## src/exec_pkg.sv

```systemverilog
`default_nettype none

package exec_pkg;

    // --------------------
    // widths
    // --------------------
    // shift amount for XLEN of 32, a 64 bit datapath needs 6
    localparam int unsigned SHAMT_W = 5;

    // --------------------
    // integer ALU operations
    // --------------------
    typedef enum logic [3:0] {
        ALU_ADD  = 4'd0,
        ALU_SUB  = 4'd1,
        ALU_SLL  = 4'd2,
        ALU_SLT  = 4'd3,
        ALU_SLTU = 4'd4,
        ALU_XOR  = 4'd5,
        ALU_SRL  = 4'd6,
        ALU_SRA  = 4'd7,
        ALU_OR   = 4'd8,
        ALU_AND  = 4'd9
    } alu_op_t;

    // --------------------
    // control flow kinds
    // --------------------
    // six conditional branches, then the two unconditional jumps
    typedef enum logic [3:0] {
        BR_NONE = 4'd0,
        BR_EQ   = 4'd1,
        BR_NE   = 4'd2,
        BR_LT   = 4'd3,
        BR_GE   = 4'd4,
        BR_LTU  = 4'd5,
        BR_GEU  = 4'd6,
        BR_JAL  = 4'd7,
        BR_JALR = 4'd8
    } br_op_t;

    // --------------------
    // execute writeback source
    // --------------------
    // imm_u comes in on operand b, pc_inc4 is the link value of a jump
    typedef enum logic [1:0] {
        EWB_SEL_ALU     = 2'd0,
        EWB_SEL_IMM_U   = 2'd1,
        EWB_SEL_PC_INC4 = 2'd2
    } ewb_sel_t;

endpackage

`default_nettype wire
```

## src/exec_top.sv

```systemverilog
`timescale 1ns/1ns
`default_nettype none

module exec_top #(
    parameter int unsigned XLEN = 32
) (
    input  logic                clk,
    input  logic                rst,
    input  logic                valid_i,
    input  logic                stall_i,
    input  logic                flush_i,
    input  exec_pkg::alu_op_t   alu_op_i,
    input  exec_pkg::br_op_t    br_op_i,
    input  exec_pkg::ewb_sel_t  ewb_sel_i,
    input  logic [XLEN-1:0]     pc_i,
    input  logic [XLEN-1:0]     a_i,
    input  logic [XLEN-1:0]     b_i,
    input  logic [XLEN-1:0]     imm_i,
    output logic                valid_o,
    output logic [XLEN-1:0]     result_o,
    output logic                redirect_o,
    output logic [XLEN-1:0]     target_o
);

logic [XLEN-1:0] alu_result;
logic            taken;
logic [XLEN-1:0] target;

// --------------------
// execute datapath
// --------------------
exec_alu #(
    .XLEN (XLEN)
) u_alu (
    .a_i      (a_i),
    .b_i      (b_i),
    .op_i     (alu_op_i),
    .result_o (alu_result)
);

// runs beside the ALU on the same operands
exec_branch_unit #(
    .XLEN (XLEN)
) u_branch (
    .a_i      (a_i),
    .b_i      (b_i),
    .pc_i     (pc_i),
    .imm_i    (imm_i),
    .op_i     (br_op_i),
    .taken_o  (taken),
    .target_o (target)
);

// --------------------
// EXE/MEM boundary
// --------------------
exec_result_stage #(
    .XLEN (XLEN)
) u_result (
    .clk          (clk),
    .rst          (rst),
    .valid_i      (valid_i),
    .stall_i      (stall_i),
    .flush_i      (flush_i),
    .ewb_sel_i    (ewb_sel_i),
    .alu_result_i (alu_result),
    .b_i          (b_i),
    .pc_i         (pc_i),
    .target_i     (target),
    .taken_i      (taken),
    .valid_o      (valid_o),
    .redirect_o   (redirect_o),
    .result_o     (result_o),
    .target_o     (target_o)
);

endmodule

`default_nettype wire

```

## src/exec_result_stage.sv

```systemverilog
`timescale 1ns/1ns
`default_nettype none

module exec_result_stage #(
    parameter int unsigned XLEN = 32
) (
    input  logic                clk,
    input  logic                rst,
    input  logic                valid_i,
    input  logic                stall_i,
    input  logic                flush_i,
    input  exec_pkg::ewb_sel_t  ewb_sel_i,
    input  logic [XLEN-1:0]     alu_result_i,
    input  logic [XLEN-1:0]     b_i,
    input  logic [XLEN-1:0]     pc_i,
    input  logic [XLEN-1:0]     target_i,
    input  logic                taken_i,
    output logic                valid_o,
    output logic                redirect_o,
    output logic [XLEN-1:0]     result_o,
    output logic [XLEN-1:0]     target_o
);

// --------------------
// writeback select
// --------------------
logic [XLEN-1:0] pc_inc4;
logic [XLEN-1:0] wb_value;

// link value for jal and jalr
assign pc_inc4 = pc_i + XLEN'(4);

always_comb begin
    case (ewb_sel_i)
        exec_pkg::EWB_SEL_ALU:     wb_value = alu_result_i;
        // lui style immediate arrives on operand b
        exec_pkg::EWB_SEL_IMM_U:   wb_value = b_i;
        exec_pkg::EWB_SEL_PC_INC4: wb_value = pc_inc4;
        default:                   wb_value = '0;
    endcase
end

// --------------------
// EXE/MEM register
// --------------------
logic            valid_q;
logic            taken_q;
logic [XLEN-1:0] result_q;
logic [XLEN-1:0] target_q;
logic            accept;

// new instruction enters only when the memory stage moves
assign accept = valid_i && !stall_i;

always_ff @(posedge clk) begin
    if (rst) begin
        valid_q  <= 1'b0;
        taken_q  <= 1'b0;
        result_q <= '0;
        target_q <= '0;
    end else if (flush_i) begin
        // squash wins over stall, payload keeps its old value
        valid_q <= 1'b0;
        taken_q <= 1'b0;
    end else if (!stall_i) begin
        valid_q <= valid_i;
        taken_q <= taken_i;
        if (accept) begin
            result_q <= wb_value;
            target_q <= target_i;
        end
    end
end

// --------------------
// outputs
// --------------------
assign valid_o    = valid_q;
// taken alone is not enough, only a live instruction redirects
assign redirect_o = valid_q && taken_q;
assign result_o   = result_q;
assign target_o   = target_q;

endmodule

`default_nettype wire

```

## src/exec_branch_unit.sv

```systemverilog
`timescale 1ns/1ns
`default_nettype none

module exec_branch_unit #(
    parameter int unsigned XLEN = 32
) (
    input  logic [XLEN-1:0]  a_i,
    input  logic [XLEN-1:0]  b_i,
    input  logic [XLEN-1:0]  pc_i,
    input  logic [XLEN-1:0]  imm_i,
    input  exec_pkg::br_op_t op_i,
    output logic             taken_o,
    output logic [XLEN-1:0]  target_o
);

// --------------------
// branch compare
// --------------------
logic a_eq_b;
logic a_lt_b_s;
logic a_lt_b_u;

assign a_eq_b   = (a_i == b_i);
assign a_lt_b_s = ($signed(a_i) < $signed(b_i));
assign a_lt_b_u = (a_i < b_i);

// resolution by branch kind
always_comb begin
    case (op_i)
        exec_pkg::BR_EQ:   taken_o = a_eq_b;
        exec_pkg::BR_NE:   taken_o = !a_eq_b;
        exec_pkg::BR_LT:   taken_o = a_lt_b_s;
        exec_pkg::BR_GE:   taken_o = !a_lt_b_s;
        exec_pkg::BR_LTU:  taken_o = a_lt_b_u;
        exec_pkg::BR_GEU:  taken_o = !a_lt_b_u;
        exec_pkg::BR_JAL:  taken_o = 1'b1;
        exec_pkg::BR_JALR: taken_o = 1'b1;
        default:           taken_o = 1'b0;
    endcase
end

// --------------------
// target adder
// --------------------
logic            is_jalr;
logic [XLEN-1:0] tgt_base;
logic [XLEN-1:0] tgt_sum;

assign is_jalr  = (op_i == exec_pkg::BR_JALR);

// jalr is register relative, the rest pc relative
assign tgt_base = is_jalr ? a_i : pc_i;
assign tgt_sum  = tgt_base + imm_i;

always_comb begin
    case (op_i)
        exec_pkg::BR_EQ,
        exec_pkg::BR_NE,
        exec_pkg::BR_LT,
        exec_pkg::BR_GE,
        exec_pkg::BR_LTU,
        exec_pkg::BR_GEU,
        exec_pkg::BR_JAL:  target_o = tgt_sum;
        // lsb forced low for jalr only
        exec_pkg::BR_JALR: target_o = {tgt_sum[XLEN-1:1], 1'b0};
        // br_none and unused codes
        default:           target_o = '0;
    endcase
end

endmodule

`default_nettype wire

```

## src/exec_alu.sv

```systemverilog
`timescale 1ns/1ns
`default_nettype none

module exec_alu #(
    parameter int unsigned XLEN = 32
) (
    input  logic [XLEN-1:0]   a_i,
    input  logic [XLEN-1:0]   b_i,
    input  exec_pkg::alu_op_t op_i,
    output logic [XLEN-1:0]   result_o
);

// --------------------
// shared subtractor
// --------------------
// extra top bit holds the unsigned borrow
logic [XLEN:0]   sub_ext;
logic [XLEN-1:0] diff;
logic            lt_u;
logic            lt_s;

assign sub_ext = {1'b0, a_i} - {1'b0, b_i};
assign diff    = sub_ext[XLEN-1:0];
assign lt_u    = sub_ext[XLEN];

// signs differ: the negative one is smaller, else no overflow in diff
assign lt_s = (a_i[XLEN-1] != b_i[XLEN-1]) ? a_i[XLEN-1] : diff[XLEN-1];

// --------------------
// adder and shifter
// --------------------
logic [XLEN-1:0]              sum;
logic [exec_pkg::SHAMT_W-1:0] shamt;
logic [XLEN-1:0]              sll_res;
logic [XLEN-1:0]              srl_res;
logic [XLEN-1:0]              sra_res;

assign sum   = a_i + b_i;

// only the low bits of b count for shifts
assign shamt = b_i[exec_pkg::SHAMT_W-1:0];

assign sll_res = a_i << shamt;
assign srl_res = a_i >> shamt;
assign sra_res = $signed(a_i) >>> shamt;

// --------------------
// result mux
// --------------------
always_comb begin
    case (op_i)
        exec_pkg::ALU_ADD:  result_o = sum;
        exec_pkg::ALU_SUB:  result_o = diff;
        exec_pkg::ALU_SLL:  result_o = sll_res;
        exec_pkg::ALU_SLT:  result_o = {{(XLEN-1){1'b0}}, lt_s};
        exec_pkg::ALU_SLTU: result_o = {{(XLEN-1){1'b0}}, lt_u};
        exec_pkg::ALU_XOR:  result_o = a_i ^ b_i;
        exec_pkg::ALU_SRL:  result_o = srl_res;
        exec_pkg::ALU_SRA:  result_o = sra_res;
        exec_pkg::ALU_OR:   result_o = a_i | b_i;
        exec_pkg::ALU_AND:  result_o = a_i & b_i;
        // unused encodings
        default:            result_o = '0;
    endcase
end

endmodule

`default_nettype wire

```

## config.mk

```make
export PLATFORM = sky130hd
export DESIGN_NAME = exec_top
export DESIGN_NICKNAME = d
export VERILOG_FILES = /design/src/exec_pkg.sv /design/src/exec_top.sv /design/src/exec_result_stage.sv /design/src/exec_branch_unit.sv /design/src/exec_alu.sv
export SDC_FILE = /design/constraint.sdc
export NUM_CORES = 1
export LEC_CHECK = 0
export CORE_ASPECT_RATIO = 0.8
export CORE_MARGIN = 10
export CORE_UTILIZATION = 46
export CTS_BUF_LIST = sky130_fd_sc_hd__clkbuf_4 sky130_fd_sc_hd__clkbuf_8 sky130_fd_sc_hd__clkbuf_16
export CTS_CLUSTER_SIZE = 10
export DETAILED_ROUTE_END_ITERATION = 6
export DONT_BUFFER_PORTS = 1
export HOLD_SLACK_MARGIN = 0.06
export PLACE_DENSITY = 0.66
export SLEW_MARGIN = 20
export SYNTH_ARGS = -nofsm -noshare
export SYNTH_HDL_FRONTEND = slang
export SYNTH_SLANG_ARGS = --single-unit
```

## constraint.sdc

```tcl
create_clock -name clk -period 5.67 [get_ports clk]
set_clock_uncertainty 0.1 [all_clocks]
set_input_delay 0.2835 -clock clk [delete_from_list [all_inputs] [get_ports clk]]
set_output_delay 0.2835 -clock clk [all_outputs]
set_load 0.1 [all_outputs]
```

* Yosys cells after proc, flatten, opt, wreduce, memory -nomap -nowiden
Index checks and enable logic that the tools add are counted.
** Storage, ports and cells
- Output and inout port bits :: 66
- Register bits after elaboration :: 66
** Cells by class
- $lt $le $gt $ge :: 2
- Muxes and demuxes :: 6
- Shift operators :: 3
- Reduce and logical (&&, ||, !) cells :: 12
- Equality and inequality tests :: 21
- Add/subtract/negate cells :: 4
- Bitwise logic cells :: 5
** Operator list (number)
- 32-bit case mux with 10 select lines :: 1
- 32-bit case mux with 3 select lines :: 1
- 32-bit adder :: 2
- 32-bit < comparator :: 2
- 32-bit case mux with 2 select lines :: 1
- 32-bit by 32-bit subtractor with 33-bit output :: 1
- 32-bit by 3-bit adder with 32-bit output (second input constant) :: 1
- 32-bit AND :: 1
- 32-bit equality test :: 1
- 4-bit by 3-bit equality test with 1-bit output (second input constant) :: 8
- 32-bit 2-to-1 mux :: 1
- 32-bit OR :: 1
- 32-bit by 5-bit << shifter with 32-bit output :: 1
- 32-bit by 5-bit >> shifter with 32-bit output :: 1
- 32-bit by 5-bit >>> shifter with 32-bit output :: 1
- 32-bit bitwise XOR :: 1
- 4-bit by 2-bit equality test with 1-bit output (second input constant) :: 4
- 4-bit equality test (second input constant) :: 3
- 4-bit by 1-bit equality test with 1-bit output (second input constant) :: 2
- 1-bit case mux with 7 select lines :: 1
- 7-bit OR reduction :: 1
- 1-bit zero test :: 4
- 4-bit zero test :: 1
- 2-bit OR reduction :: 2
- other kinds (8) :: 10

* Depth between registers and ports, before layout
- Depth in word-level cells :: 4
- Mapped depth :: 23

* Modules after synthesis
A second synthesis with hierarchy kept.
** Second synthesis, totals
- Cell total of the unflattened synthesis :: 2150
- Area, all modules :: 15254.6 um2
** Modules (own cells, without submodules)
- exec_alu :: area each 8455.6 um2, cells each 1247, times used 1
- exec_result_stage :: area each 3567.2 um2, cells each 469, times used 1
- exec_branch_unit :: area each 3231.8 um2, cells each 434, times used 1

* Least setup slack after synthesis
Ideal clock, no wire load.
- Path type :: input to register
- Start point :: input b_i[2]
- End point :: register u_result.result_q[31], in the netlist u_result.result_o[31]
- Slack :: 1.037 ns
- Cell stages on the path :: 23
- Data arrival time :: 4.397 ns
- Library setup time :: 0.135 ns
- Path through :: buf_2 > clkinv_1 > buf_2 > buf_2 > buf_1 > ha_1 > buf_4 > nand2b_1 > o311ai_0 > a211oi_2 > o21ai_0 > nand3_1 > a31oi_1 > o21ba_2 > nor2_1 > nor2_1 > fa_1 > o22ai_1 > or4_1 > a21oi_1 > o21ai_1 > a21oi_1 > o311ai_1
** On the way
- Word-level cells in the longest chain between the ends :: 3
** Ends and longest elaborated chain
- from (decl) :: RTL line exec_top.sv:17 : input logic [XLEN-1:0] b_i,
- 32-bit by 32-bit subtractor with 33-bit output, or another cell as far along :: RTL line exec_alu.sv:22 : assign sub_ext = {1'b0, a_i} - {1'b0, b_i};
- 32-bit case mux with 10 select lines (*) :: RTL line exec_alu.sv:51 : case (op_i)
- 32-bit case mux with 3 select lines (*) :: RTL line exec_result_stage.sv:34 : case (ewb_sel_i)
- to (signal assigned) :: RTL line exec_result_stage.sv:69 : result_q <= wb_value;
- to (decl) :: RTL line exec_result_stage.sv:48 : logic [XLEN-1:0] result_q;
Mark *: on every way between the ends. The rest lies on a longest branch, timed or not.
A chain may end at the register's enable or synchronous reset.

* Worst setup path after layout
- Start point :: input a_i[16]
- End point :: register u_result.result_q[31], in the netlist u_result.result_o[31]
** On the way
- Word-level cells in the longest chain between the ends :: 3
** Ends and longest elaborated chain
- from (decl) :: RTL line exec_top.sv:16 : input logic [XLEN-1:0] a_i,
- 32-bit by 32-bit subtractor with 33-bit output, or another cell as far along :: RTL line exec_alu.sv:22
- 32-bit case mux with 10 select lines (*) :: RTL line exec_alu.sv:51
- 32-bit case mux with 3 select lines (*) :: RTL line exec_result_stage.sv:34
Marks and branches as above.

==> out/metrics.cfg <==
[synthesis]
synthDistinctLibCells = 107
synthesis.nets = 2207
ys.flop_type = dfxtp_1
synth_area_um2 = 14260
synth_top_area_cell = ha_1
synthCells = 1925
async_reset_ff_share_pct = 0
yosysSeqAreaShare_pct = 9.267
synth_edf_count = 0
synth_warnings = 0
ys_ff_latch = 66
synth.top_cells.by_area = ha_1, dfxtp_1, mux4_2
netlist.area_leader.share_pct = 11.85
syn_area_per_cell_um2 = 7.406

[setup_path]
cp-startpoint = a_i[16]
slowest_delay_ns = 0.63
path_class = input pin to flip-flop
cpMaxStageDelayCell = or4_1
critPathArrivalTime_ns = 4.42
crit_path_start_kind = input pin
crit_fanout = 13
cp_cell_sequence = inv_1 > ha_1 > or4_1 > nor4b_1 > o2111a_1 > o21ai_0 > nand3_1 > a31oi_1 > o21ba_2 > nor2_1 > nor2_1 > fa_1 > o22ai_1 > or4_1 > a21oi_1 > o21ai_1 > a21oi_1 > o311ai_1
end_kind = flip-flop
ff2ff_path_depth = 6
r2r-start = u_result.result_o[30]
critPathRequiredTime_ns = 5.79

[worst_hold_path]
hold_depth = 3
min_path_type = input pin to flip-flop
min_from = rst

[clock_tree]
post_cts_buffers = 0
htree_levels = 3
clk_pin_slew_ns = 0.07
clk_latency_ns = 0.34
root_buffer = clkbuf_16
clkSinkCount = 66
cts_tree = yes
cts_buffers = 9
ctsHoldBuffers = 3
clk_path_buf_depth = 2
cts.repair.resized = 0

[final_layout]
n_antenna_cell = 0
final_common_cell = nor2_1
final_nets = 2114
drive_gt1_share_pct = 9.962
fin_area_um2 = 14760
synthToLayoutAreaGrowth_pct = 3.502
mostFrequentLayoutCells = nor2_1, nand2_1, a21oi_1

[route]
via_per_inst = 7.091
ant_nets = 0
drc = 6
wl_um = 67480
via_count = 15950
first_iter_violations = 2071
wl_per_cell_um = 29.99
dr.pass1.iters = 7

[global_routing]
grt-ovfl-total = 0
grt_max_degree = 86
grt_antenna_before_repair = 5
grt_pass1_vias = 14600
grt_pass1_wl_um = 98610
grtUsageTotal_pct = 33.35

[timing]
fin_tns_setup_ns = 0
finalCritPeriodShare_pct = 75.82
hold_violations = 0
rsz0062_at_grt = false
setup_violations = 0
holdWs_ns = 0.07195
achievable-frequency_ghz = 0.2326
worstMarginPinSlew_ns = 1.138
maxSlewHeadroom_pct = 24.06
finalMaxSlewViolations = 0
period_needed_ns = 4.299

[floorplanning]
fp.dieH_um = 177.5
placementRows = 57
coreArea_um2 = 30450
start_util_pct = 46.82
io_pins = 209
die_w_um = 216.8
dieArea_um2 = 38480

[power_and_ir_drop]
combPwrFrac_pct = 49.2
clkPwrFrac_pct = 25.9
p_int_mw = 1.303
pwr-share-seq_pct = 24.9
p_sw_mw = 1.052
power_leakage_nw = 5.765
max-vdd-ir-drop_v = 0.0001473
sw_frac_of_total_pct = 44.68
cellPowerDensity_nw_per_um2 = 159.6

[place]
hpwl_um = 52850
gp_congestion = 1.014
place_area_um2 = 14390
port_buffers = 0

[flow_run]
cap_violations = 0

[status]
outcome = complete, but fails checks
violations = design-rule violations

-- power groups by stage --
stage / sequential [mW] / clock (mW) / combinational, mW
after global routing: 0.588 / 0.628 / 1.25
after CTS: 0.587 / 0.612 / 1.12
after floorplan: 0.590 / 0 / 0.881
after global placement: 0.597 / 0 / 1.11
final: 0.587 / 0.609 / 1.16
after detailed placement: 0.597 / 0 / 1.11
-- metrics by stage --
stage | utilization (%) | std cells | worst slack, ns | total power, mW
2_1_floorplan | - | 1925 | 1.037 | 1.471
3_3_place_gp | 47.27 | 2231 | 1.242 | 1.707
3_5_place_dp | 47.27 | 2231 | 1.110 | 1.704
4_1_cts | 48.42 | 2250 | 1.464 | 2.321
5_1_grt | 48.46 | 2250 | 1.078 | 2.467
6_report | 48.46 | 2250 | 1.371 | 2.355
-- path summary, 6_finish.rpt --
check                               end  slack [ns]
setup / recovery  u_result.result_o[31]        1.37
hold / removal    u_result.result_o[19]        0.07
setup reg to reg  u_result.result_o[30]        3.13
hold reg to reg        u_result.taken_q        0.52
-- area by class of cell --
cell class,count,area [um2]
fill,3108,15700
multi-input combinational,1606,11890
sequential,66,1321
tap,413,516.7
inverter,114,427.9
timing repair buffer,35,292.8
clock buffer,12,260.3
clock inverter,4,50.05
-- routing by layer --
layer	global-route usage, %	vias to the layer above	share of wire (%)
met1	45.08	7616	42
met5	0	-	0.11
met3	9.937	179	12
met2	49.44	1081	42
met4	11.46	6	4.0
li1	-	7072	-
-- sequential cells by signal (all words and copies together) (netlist names) --
| register | count |
|---|---|
| u_result.valid_o | 1 |
| u_result.taken_q | 1 |
| u_result.result_o | 32 |
| u_result.target_o | 32 |
-- cell usage after synthesis, drive strengths merged, types with 27 or more instances --
master  count
a211oi     32
a21oi     151
a22oi      38
buf        54
clkbuf     85
dfxtp      66
ha        135
inv       112
mux2       49
mux2i      50
mux4       45
nand2     155
nand3      41
nor2      188
nor3       45
o211ai     39
o21ai     143
xnor2      49
xor2       27
-- critical path: cells and delay by family --
kind	cells	cell delay [ns]
buffers and inverters	1	0.02
AO/OA/AOI/OAI	9	1.27
adder cells (fa/ha/maj)	2	0.92
AND/OR/NAND/NOR	6	1.89
-- cell families after synthesis --
family / after synthesis / share of synthesized area [%]
AOI/OAI and AO/OA: 661 / 31.47
and+or+nand+nor: 586 / 19.90
buffers and inverters: 253 / 7.679
muxes: 144 / 14.60
adders and majority gates: 139 / 12.41
xor gates and xnor gates: 76 / 4.669
DFF: 66 / 9.267
Power figures use the tool's default switching activity.
